--- src/hdl/decode_pkg.sv ---
// Shared instruction format, opcodes, unit codes and decode bus for the decode slice
`default_nettype none

package decode_pkg;

	// ============================================================
	// Instruction format
	// ============================================================

	// Register specifier, 64 architectural registers
	typedef logic [5:0] reg_t;

	// Register form of the low field with rb in bits 12 to 7
	typedef struct packed {
		reg_t       rb;
		logic [6:0] spare;
	} rb_field_t;

	// The low 13 bits are either rb or a 13-bit immediate
	typedef union packed {
		rb_field_t   r;
		logic [12:0] imm13;
	} low_field_t;

	// Opcode is kept as raw bits so that illegal codes can be carried
	typedef struct packed {
		logic [6:0] opcode;
		reg_t       rt;
		reg_t       ra;
		low_field_t low;
	} instr_t;

	// ============================================================
	// Encodings
	// ============================================================

	// Every code not listed here decodes as illegal
	typedef enum logic [6:0] {
		OP_NOP   = 7'd0,
		OP_ADD   = 7'd1,
		OP_SUB   = 7'd2,
		OP_AND   = 7'd3,
		OP_OR    = 7'd4,
		OP_ADDI  = 7'd5,
		OP_MUL   = 7'd6,
		OP_DIV   = 7'd7,
		OP_LOAD  = 7'd8,
		OP_STORE = 7'd9,
		OP_BEQ   = 7'd10,
		OP_BNE   = 7'd11
	} opcode_e;

	// Target unit on the issue side; UNIT_EXC takes illegal instructions
	typedef enum logic [2:0] {
		UNIT_ALU    = 3'd0,
		UNIT_MULDIV = 3'd1,
		UNIT_MEM    = 3'd2,
		UNIT_BRANCH = 3'd3,
		UNIT_EXC    = 3'd4
	} unit_e;

	// Decode bus carried from the decoder through the queue to dispatch
	typedef struct packed {
		opcode_e     opcode;
		reg_t        rt;
		reg_t        ra;
		reg_t        rb;
		logic [31:0] imm;
		logic        has_imm;
		unit_e       unit;
		logic        alu;
		logic        muldiv;
		logic        load;
		logic        store;
		logic        mem;
		logic        branch;
		logic        backbr;
		logic        nop;
		logic        illegal;
		logic        multicycle;
	} decode_bus_t;

endpackage

`default_nettype wire

--- src/hdl/fetch_stage.sv ---
// Producer stage that accepts instructions against a credit count for the decode queue
`timescale 1ns/1ps
`default_nettype none

module fetch_stage #(
	parameter int DEPTH = 4
) (
	input  wire                   clk,
	input  wire                   rst_n,
	input  wire                   in_valid,
	input  decode_pkg::instr_t    in_instr,
	input  wire                   credit_return,
	output logic                  in_ready,
	output logic                  dec_en,
	output decode_pkg::instr_t    dec_instr
);

	// The counter has to hold the full value DEPTH right after reset
	localparam int CW = $clog2(DEPTH + 1);

	logic [CW-1:0] credits;
	logic          accept;

	// Each credit stands for one free slot in the decode queue,
	// counting instructions still in flight through the decoder
	assign in_ready = (credits != '0);
	assign accept   = in_valid & in_ready;

	// The decoder samples the instruction on the same edge as the accept
	assign dec_en    = accept;
	assign dec_instr = in_instr;

	// ============================================================
	// Credit counter
	// ============================================================

	always_ff @(posedge clk) begin
		if (!rst_n) begin
			credits <= CW'(DEPTH);
		end else begin
			case ({accept, credit_return})
				// Take one credit for the accepted instruction
				2'b10: credits <= credits - 1'b1;
				// The queue freed a slot
				2'b01: credits <= credits + 1'b1;
				// Take and return in one cycle cancel out
				default: credits <= credits;
			endcase
		end
	end

endmodule

`default_nettype wire

--- src/hdl/instr_decoder.sv ---
// Registered instruction decoder that turns one fetched instruction into a decode bus
`timescale 1ns/1ps
`default_nettype none

module instr_decoder (
	input  wire                     clk,
	input  wire                     rst_n,
	input  wire                     en,
	input  decode_pkg::instr_t      instr,
	output logic                    dbo_valid,
	output decode_pkg::decode_bus_t dbo
);

	import decode_pkg::*;

	decode_bus_t db;
	logic [31:0] imm_sext;

	// All immediate forms share one sign-extended 13-bit field
	assign imm_sext = {{19{instr.low.imm13[12]}}, instr.low.imm13};

	// ============================================================
	// Combinational decode
	// ============================================================

	always_comb begin
		// Start from a clean bus so each opcode only sets what it needs
		db         = '0;
		db.opcode  = opcode_e'(instr.opcode);
		db.rt      = instr.rt;
		db.ra      = instr.ra;
		db.unit    = UNIT_ALU;

		case (instr.opcode)
			OP_ADD, OP_SUB, OP_AND, OP_OR: begin
				db.alu = 1'b1;
				db.rb  = instr.low.r.rb;
			end
			OP_ADDI: begin
				db.alu     = 1'b1;
				db.has_imm = 1'b1;
				db.imm     = imm_sext;
			end
			// Multiply and divide take several cycles in their unit
			OP_MUL, OP_DIV: begin
				db.unit       = UNIT_MULDIV;
				db.muldiv     = 1'b1;
				db.multicycle = 1'b1;
				db.rb         = instr.low.r.rb;
			end
			// Address is ra plus the immediate for both memory forms
			OP_LOAD: begin
				db.unit    = UNIT_MEM;
				db.has_imm = 1'b1;
				db.imm     = imm_sext;
				db.load    = 1'b1;
				db.mem     = 1'b1;
			end
			// Here rt names the register holding the store data
			OP_STORE: begin
				db.unit    = UNIT_MEM;
				db.has_imm = 1'b1;
				db.imm     = imm_sext;
				db.store   = 1'b1;
				db.mem     = 1'b1;
			end
			OP_BEQ, OP_BNE: begin
				db.unit    = UNIT_BRANCH;
				db.branch  = 1'b1;
				db.has_imm = 1'b1;
				db.imm     = imm_sext;
				// A negative displacement marks a backward branch
				db.backbr  = instr.low.imm13[12];
			end
			OP_NOP: begin
				db.nop = 1'b1;
				db.rt  = '0;
				db.ra  = '0;
			end
			default: begin
				db.unit    = UNIT_EXC;
				db.illegal = 1'b1;
			end
		endcase
	end

	// ============================================================
	// Output registers
	// ============================================================

	// Bus payload only loads on an accepted instruction
	always_ff @(posedge clk) begin
		if (en) begin
			dbo <= db;
		end
	end

	// Valid trails the accept by one cycle
	always_ff @(posedge clk) begin
		if (!rst_n) begin
			dbo_valid <= 1'b0;
		end else begin
			dbo_valid <= en;
		end
	end

endmodule

`default_nettype wire

--- src/hdl/decode_queue.sv ---
// Circular FIFO of decode buses that returns one fetch credit for every entry removed
`timescale 1ns/1ps
`default_nettype none

module decode_queue #(
	parameter int DEPTH = 4
) (
	input  wire                     clk,
	input  wire                     rst_n,
	input  wire                     push,
	input  decode_pkg::decode_bus_t push_bus,
	input  wire                     pop,
	output logic                    head_valid,
	output decode_pkg::decode_bus_t head_bus,
	output logic                    credit_return
);

	import decode_pkg::*;

	localparam int AW = (DEPTH > 1) ? $clog2(DEPTH) : 1;
	localparam int CW = $clog2(DEPTH + 1);

	decode_bus_t   mem [DEPTH];
	logic [AW-1:0] wr_ptr;
	logic [AW-1:0] rd_ptr;
	logic [CW-1:0] count;
	logic          do_pop;

	// Head is read straight out of the array
	assign head_valid = (count != '0);
	assign head_bus   = mem[rd_ptr];

	// A pop request on an empty queue is ignored
	assign do_pop        = pop & head_valid;
	assign credit_return = do_pop;

	// Storage write; the credit scheme keeps pushes off a full queue
	always_ff @(posedge clk) begin
		if (push) begin
			mem[wr_ptr] <= push_bus;
		end
	end

	// ============================================================
	// Pointers and occupancy
	// ============================================================

	always_ff @(posedge clk) begin
		if (!rst_n) begin
			wr_ptr <= '0;
			rd_ptr <= '0;
			count  <= '0;
		end else begin
			// Explicit wrap so that DEPTH need not be a power of two
			if (push) begin
				wr_ptr <= (wr_ptr == AW'(DEPTH - 1)) ? '0 : wr_ptr + 1'b1;
			end
			if (do_pop) begin
				rd_ptr <= (rd_ptr == AW'(DEPTH - 1)) ? '0 : rd_ptr + 1'b1;
			end
			case ({push, do_pop})
				2'b10: count <= count + 1'b1;
				2'b01: count <= count - 1'b1;
				default: count <= count;
			endcase
		end
	end

endmodule

`default_nettype wire

--- src/hdl/dispatch_stage.sv ---
// Consumer stage that drops nops and puts every other queued instruction on the issue port
`timescale 1ns/1ps
`default_nettype none

module dispatch_stage (
	input  wire                     head_valid,
	input  decode_pkg::decode_bus_t head_bus,
	input  wire                     issue_ready,
	output logic                    pop,
	output logic                    issue_valid,
	output decode_pkg::unit_e       issue_unit,
	output decode_pkg::opcode_e     issue_opcode,
	output decode_pkg::reg_t        issue_rt,
	output decode_pkg::reg_t        issue_ra,
	output decode_pkg::reg_t        issue_rb,
	output logic [31:0]             issue_imm,
	output logic                    issue_has_imm,
	output logic                    issue_load,
	output logic                    issue_store,
	output logic                    issue_backbr,
	output logic                    issue_multicycle
);

	logic head_nop;

	assign head_nop = head_bus.nop;

	// ============================================================
	// Issue handshake
	// ============================================================

	// Nops never reach the execution side
	assign issue_valid = head_valid & ~head_nop;

	// A nop leaves at once, anything else waits for the execution side
	assign pop = head_valid & (head_nop | issue_ready);

	// ============================================================
	// Issue payload
	// ============================================================

	// Fields pass through from the head entry unchanged
	assign issue_unit       = head_bus.unit;
	assign issue_opcode     = head_bus.opcode;
	assign issue_rt         = head_bus.rt;
	assign issue_ra         = head_bus.ra;
	assign issue_rb         = head_bus.rb;
	assign issue_imm        = head_bus.imm;
	assign issue_has_imm    = head_bus.has_imm;
	assign issue_load       = head_bus.load;
	assign issue_store      = head_bus.store;
	assign issue_backbr     = head_bus.backbr;
	assign issue_multicycle = head_bus.multicycle;

endmodule

`default_nettype wire

--- src/hdl/decode_top.sv ---
// Top level of the decode slice; connects fetch, decoder, queue and dispatch and sets the depth
`timescale 1ns/1ps
`default_nettype none

module decode_top #(
	parameter int DEPTH = 4
) (
	input  wire                     clk,
	input  wire                     rst_n,
	input  wire                     in_valid,
	input  decode_pkg::instr_t      in_instr,
	output logic                    in_ready,
	output logic                    issue_valid,
	output decode_pkg::unit_e       issue_unit,
	output decode_pkg::opcode_e     issue_opcode,
	output decode_pkg::reg_t        issue_rt,
	output decode_pkg::reg_t        issue_ra,
	output decode_pkg::reg_t        issue_rb,
	output logic [31:0]             issue_imm,
	output logic                    issue_has_imm,
	output logic                    issue_load,
	output logic                    issue_store,
	output logic                    issue_backbr,
	output logic                    issue_multicycle,
	input  wire                     issue_ready
);

	import decode_pkg::*;

	logic        dec_en;
	instr_t      dec_instr;
	logic        dec_valid;
	decode_bus_t dec_bus;
	logic        credit_return;
	logic        head_valid;
	decode_bus_t head_bus;
	logic        pop;

	// ============================================================
	// Stages
	// ============================================================

	// Credits start at DEPTH so fetch never overruns the queue
	fetch_stage #(
		.DEPTH(DEPTH)
	) u_fetch (
		.clk          (clk),
		.rst_n        (rst_n),
		.in_valid     (in_valid),
		.in_instr     (in_instr),
		.credit_return(credit_return),
		.in_ready     (in_ready),
		.dec_en       (dec_en),
		.dec_instr    (dec_instr)
	);

	instr_decoder u_decoder (
		.clk      (clk),
		.rst_n    (rst_n),
		.en       (dec_en),
		.instr    (dec_instr),
		.dbo_valid(dec_valid),
		.dbo      (dec_bus)
	);

	// Every valid decode bus is pushed on the following edge
	decode_queue #(
		.DEPTH(DEPTH)
	) u_queue (
		.clk          (clk),
		.rst_n        (rst_n),
		.push         (dec_valid),
		.push_bus     (dec_bus),
		.pop          (pop),
		.head_valid   (head_valid),
		.head_bus     (head_bus),
		.credit_return(credit_return)
	);

	dispatch_stage u_dispatch (
		.head_valid      (head_valid),
		.head_bus        (head_bus),
		.issue_ready     (issue_ready),
		.pop             (pop),
		.issue_valid     (issue_valid),
		.issue_unit      (issue_unit),
		.issue_opcode    (issue_opcode),
		.issue_rt        (issue_rt),
		.issue_ra        (issue_ra),
		.issue_rb        (issue_rb),
		.issue_imm       (issue_imm),
		.issue_has_imm   (issue_has_imm),
		.issue_load      (issue_load),
		.issue_store     (issue_store),
		.issue_backbr    (issue_backbr),
		.issue_multicycle(issue_multicycle)
	);

endmodule

`default_nettype wire

--- config.mk ---
export PLATFORM = sky130hd
export DESIGN_NAME = decode_top
export DESIGN_NICKNAME = d
export VERILOG_FILES = /design/src/hdl/decode_pkg.sv /design/src/hdl/fetch_stage.sv /design/src/hdl/instr_decoder.sv /design/src/hdl/decode_queue.sv /design/src/hdl/dispatch_stage.sv /design/src/hdl/decode_top.sv
export SDC_FILE = /design/constraint.sdc
export NUM_CORES = 1
export LEC_CHECK = 0
export ABC_CLOCK_PERIOD_IN_PS = 2900
export BUFFER_PORTS_ARGS = -buffer_cell sky130_fd_sc_hd__buf_2
export CAP_MARGIN = 20
export CORE_MARGIN = 1
export CORE_UTILIZATION = 52
export DETAILED_ROUTE_END_ITERATION = 8
export PLACE_DENSITY_LB_ADDON = 0.2
export SLEW_MARGIN = 10
export SYNTH_ARGS = -nofsm -noshare
export SYNTH_HDL_FRONTEND = slang
export SYNTH_SLANG_ARGS = --single-unit
--- constraint.sdc ---
create_clock -name clk -period 2.9 [get_ports clk]
set_clock_uncertainty 0.2 [all_clocks]
set_input_delay 0.145 -clock clk [delete_from_list [all_inputs] [get_ports clk]]
set_output_delay 0.145 -clock clk [all_outputs]
set_load 0.005 [all_outputs]
======== Yosys cells after proc, flatten, opt, wreduce, memory -nomap -nowiden ========
Memory sizes are Yosys's and may differ from the RTL's. A register that Yosys moved wholly into a read port is not among the register bits.
Cells that the tools add are included.
storage, ports and cells
  word-level logic and storage cells ...... 82
  flip-flop bits (word level) ............. 62
  memories ................................ 1
  RAM bits ................................ 284
  input port bits ......................... 36
memory list
  memory       depth  width  rd ports  clocked after memory_dff  wr ports  RTL line            RTL
  u_queue.mem  4      71     1         1                         1         decode_queue.sv:23  decode_bus_t mem [DEPTH];
cells by class
  reduce and logical (&&, ||, !) cells .... 13
  eq/ne operators ......................... 17
  bitwise operators ....................... 6
  multiplexer cells ....................... 18
  $add $sub $neg .......................... 6
operator list
  cell                   number
  $eq A7 B3 Y1 const B   4
  $eq A7 B4 Y1 const B   4
  $eq A7 B2 Y1 const B   2
  $pmux W3 S2            2
  $pmux W3 S4            1
  $reduce_or A12 Y1      1
  $reduce_or A6 Y1       2
  $mux W1                10
  $mux W2                5
  $reduce_or A5 Y1       2
  $eq A2 B2 Y1 const B   4
  $eq A7 B1 Y1 const B   1
  $logic_not A7 Y1       1
  $add A3 B1 Y3 const B  2
  $reduce_bool A3 Y1     2
  $reduce_or A2 Y1       3
  $sub A3 B1 Y3 const B  2
  $add A2 B1 Y2 const B  2
  $and A1 B1 Y1          4
  $eq A2 B1 Y1 const B   2
  $reduce_bool A2 Y1     2
  $not A1 Y1             1
  $or A1 B1 Y1           1

======== Longest topological paths before layout ========
  depth after elaboration ................. 5
  depth in mapped cells ................... 10

======== Cells and area by module ========
From an unflattened synthesis, not the netlist that was laid out.
second synthesis, totals
  cells, all modules ...................... 687
  area, all modules ....................... 13953.4 sq um
modules (own cells, without submodules)
  module          sequential area each (sq um)  instances  cells an instance  area an instance (sq um)
  decode_queue    8708.4                        1          421                10785.3
  instr_decoder   1551.5                        1          150                2254.7
  dispatch_stage  0.0                           1          67                 501.7
  fetch_stage     60.1                          1          49                 411.6

======== Least setup slack after synthesis ========
No wires, ideal clock.
  path type ............................... register to register
  from .................................... register with a tool-made name
  to ...................................... register u_queue.count[2]
  setup slack ............................. 0.110 ns
  library setup time ...................... 0.072 ns
  buffers on the path ..................... 2
  stages on the path, launching flop included .. 11
  data arrival time ....................... 2.518 ns
  data required time ...................... 2.628 ns
  cells stage by stage .................... dfxtp_1 > clkbuf_1 > buf_4 > nor2_1 > a221oi_1 > ha_1 > inv_1 > fa_1 > xor2_1 > or3_1 > a21oi_1
RTL lines
  element               RTL line            RTL
  to (signal assigned)  decode_queue.sv:62  2'b10: count <= count + 1'b1;
  to (signal assigned)  decode_queue.sv:63  2'b01: count <= count - 1'b1;
  to (signal assigned)  decode_queue.sv:64  default: count <= count;
  to (decl)             decode_queue.sv:26  logic [CW-1:0] count;

==> summary.txt <==
Core area - 17,400 sq um
Part of the Yosys area used for sequential elements - 78.4%
Fin cells - 830
Synth cell types - 33
Final net count - 631
CP Capture Type - output port
Worst vdd ir - 576 uV
First-pass GRT wire length - 24.9 mm
Chip Height - 136 um
Ant. Diodes - 0
Detailed Route WL - 16.2 mm
Largest net degree at the start of global routing - 49
Fraction of layout cells with a size suffix above 1 - 35.7%
Crit path max-delay cell type - mux4_2
Final setup violation count - 0
Worst-Skew Late Latency - 0.51 ns
Synth Area per Inst - 21.2 sq um
Final hold viol count - 0
Tcrit/Tclk final - 92.8%
Placer Congestion - 0.698
Status - completed
Initial antenna violation count - 0
Crit path cell chain - buf_6 > mux4_2 > buf_2
Total setup buffers inserted after CTS - 0
Top Ports - 103
Clk root buf - clkbuf_16
Leak - 0.00392 uW
Layout Utilization - 64.6%
Min-Delay Path Class - primary input to flop
Crit start category - flop
First-pass DRT Iterations - 4
Post-synth ARST share - 0%
Die width - 136 um
Via count - 4,443
Overflow after GRT - 0
Slew HR - 53.5%
FP Rows - 48
Via density per instance - 5.35
Crit path DAT - 2.35 ns
Post-synth EDFFs - 235
Drt first-iter violations - 195
Synth Net Count - 486
Pre-CTS setup slack - 0.409 ns
Starting Density - 53.6%
Area Overhead vs Synth - 20.6%
Hold_sp - issue_ready
Slew @ Worst Pin - 0.697 ns
PnR worst setup slack - 0.210 ns
Max_cap viols - 0
Yosys top cell area share - 75.6%
WP data required - 2.56 ns
RSZ-0062 raised after global routing - false
Number of global-route vias before repair - 4,641
Clock period minus final worst setup slack - 2.69 ns
CP Max Fanout - 48
Max-slew violations - 0
Worst path max stage delay - 0.74 ns
Post-route ant nets - 0
DP HPWL - 9.28 mm
Overall Global Routing Usage - 18.3%
H-tree levels - 1
CTS Sinks - 248
CTS tree - yes
Cts bufs inserted - 26
Drc violations - 0
Yosys warning count - 0
Synth Register Bits - 248
Final TNS setup - 0 ns
WL per Instance - 19.5 um
Top_reg_cell synth - edfxtp_1
Pwr/cell area - 822 nW/um^2
Yosys top cell by area - edfxtp_1
Placed cells - 749
FMAX - 0.372 GHz
Top post-synthesis cells by area - edfxtp_1 76%, mux4_2 11%, dfxtp_1 2.8%
Cells after Synth - 441
Max clock buf depth - 3
Reg clk slew, reported paths - 0.06 ns
Crit path kind - flop to output port
Die ar. - 18,500 sq um
# port buffers - 102
Area of the mapped netlist - 9340 sq um
-- kinds of logic after synthesis --
group,count (synthesis),synth area share (%)
buffers and inverters,45,2.75
adders and majority gates,9,1.37
muxes,52,11.7
and+or+nand+nor,60,3.75
xor gates and xnor gates,5,0.469
AOI/OAI and AO/OA,22,1.57
DFF,248,78.4
-- final timing paths --
check                        to  depth (start not counted)  slack, ns
min reg2reg  u_queue.mem[2][20]                          0       0.29
max reg2reg    u_queue.count[2]                          9       0.40
max               issue_imm[19]                          3       0.21
min                        flop                          5       0.04
-- sequential cells by signal, indices dropped and copies added (netlist names), named ones only --
| name | count |
|---|---|
| u_queue.mem | 188 |
| u_decoder.dbo | 47 |
| u_fetch.credits | 3 |
| u_queue.count | 3 |
| u_queue.rd_ptr | 2 |
| u_queue.wr_ptr | 2 |
| u_decoder.dbo_valid | 1 |
-- synth_stat cells, types with 6 or more instances --
library cell    n
and2_4          9
a21oi_1         6
edfxtp_1      235
clkbuf_1        6
ha_1            7
nor2_1         11
nand2_1        10
buf_4          20
a21boi_0       13
dfxtp_1        13
mux2i_1         6
inv_1          11
and2_1         13
mux4_2         46
-- per-stage QoR --
stage               power, uW  area (sq um)  hold slack [ns]
floorplan                5560          9340           0.0168
global placement         6020         10100            0.148
detailed placement       6080         10100            0.150
CTS                      9380         11300           0.0166
global route             9680         11300           0.0921
finish                   9260         11300           0.0444
-- critical path, delay by kind of cell, from the launching register on --
family | cells | cell delay (ns)
mux | 1 | 0.74
buf+inv | 2 | 0.74
flops | 1 | 0.35
-- layer usage --
metal | up-vias | GRT usage, % | wire [um]
li1 | 2029 | - | -
met1 | 2254 | 23.7 | 6710
met2 | 127 | 31.2 | 8250
met3 | 33 | 3.47 | 836
met4 | 0 | 5.86 | 410
met5 | - | 0 | 0
-- power breakdown --
group          total [uW]  switching [uW]  leakage, uW  internal [uW]
clock                3240            1270     0.000417           1970
combinational        1580             782      0.00122            802
sequential           4430             149      0.00229           4280
-- repair_timing --
item / CTS / global route
endpoints found under the setup margin: 20 / 0
endpoints found under the hold margin: 57 / 0
hold buffers: 34 / 0
resized for setup: 1 / 0
-- cell type report --
class                   instances  area [sq um]
inverters                      12          45.0
fillers                      1211          6160
multi-input cells             148          1770
well taps                     225           282
clock inverters                12           139
flip-flops and latches        248          7320
repair buffers                150           997
clock buffers                  35           706
-- placed cells by master (no fill, tap or decap), types with 2 or more instances in the layout --
| cell type | Yosys | final |
|---|---|---|
| nor3b_1 | 2 | 2 |
| nor2_1 | 11 | 11 |
| xor2_1 | 4 | 4 |
| dfxtp_1 | 13 | 11 |
| ha_1 | 7 | 7 |
| and2_4 | 9 | 9 |
| edfxtp_1 | 235 | 235 |
| nor3_1 | 3 | 3 |
| bufinv_16 | 0 | 3 |
| clkbuf_1 | 6 | 8 |
| and2_2 | 0 | 4 |
| inv_1 | 11 | 10 |
| buf_4 | 20 | 10 |
| clkbuf_16 | 0 | 27 |
| buf_12 | 0 | 3 |
| fa_1 | 2 | 2 |
| nor2b_1 | 2 | 2 |
| nand2_1 | 10 | 10 |
| a21oi_1 | 6 | 6 |
| buf_2 | 4 | 102 |
| dlygate4sd3_1 | 0 | 34 |
| clkinv_2 | 0 | 6 |
| mux2i_1 | 6 | 6 |
| and2_1 | 13 | 9 |
| or3_1 | 4 | 4 |
| clkinv_1 | 1 | 3 |
| a21boi_0 | 13 | 13 |
| mux4_2 | 46 | 46 |
| o21ai_0 | 2 | 2 |
Note: power is estimated with default switching activity, not from simulation.
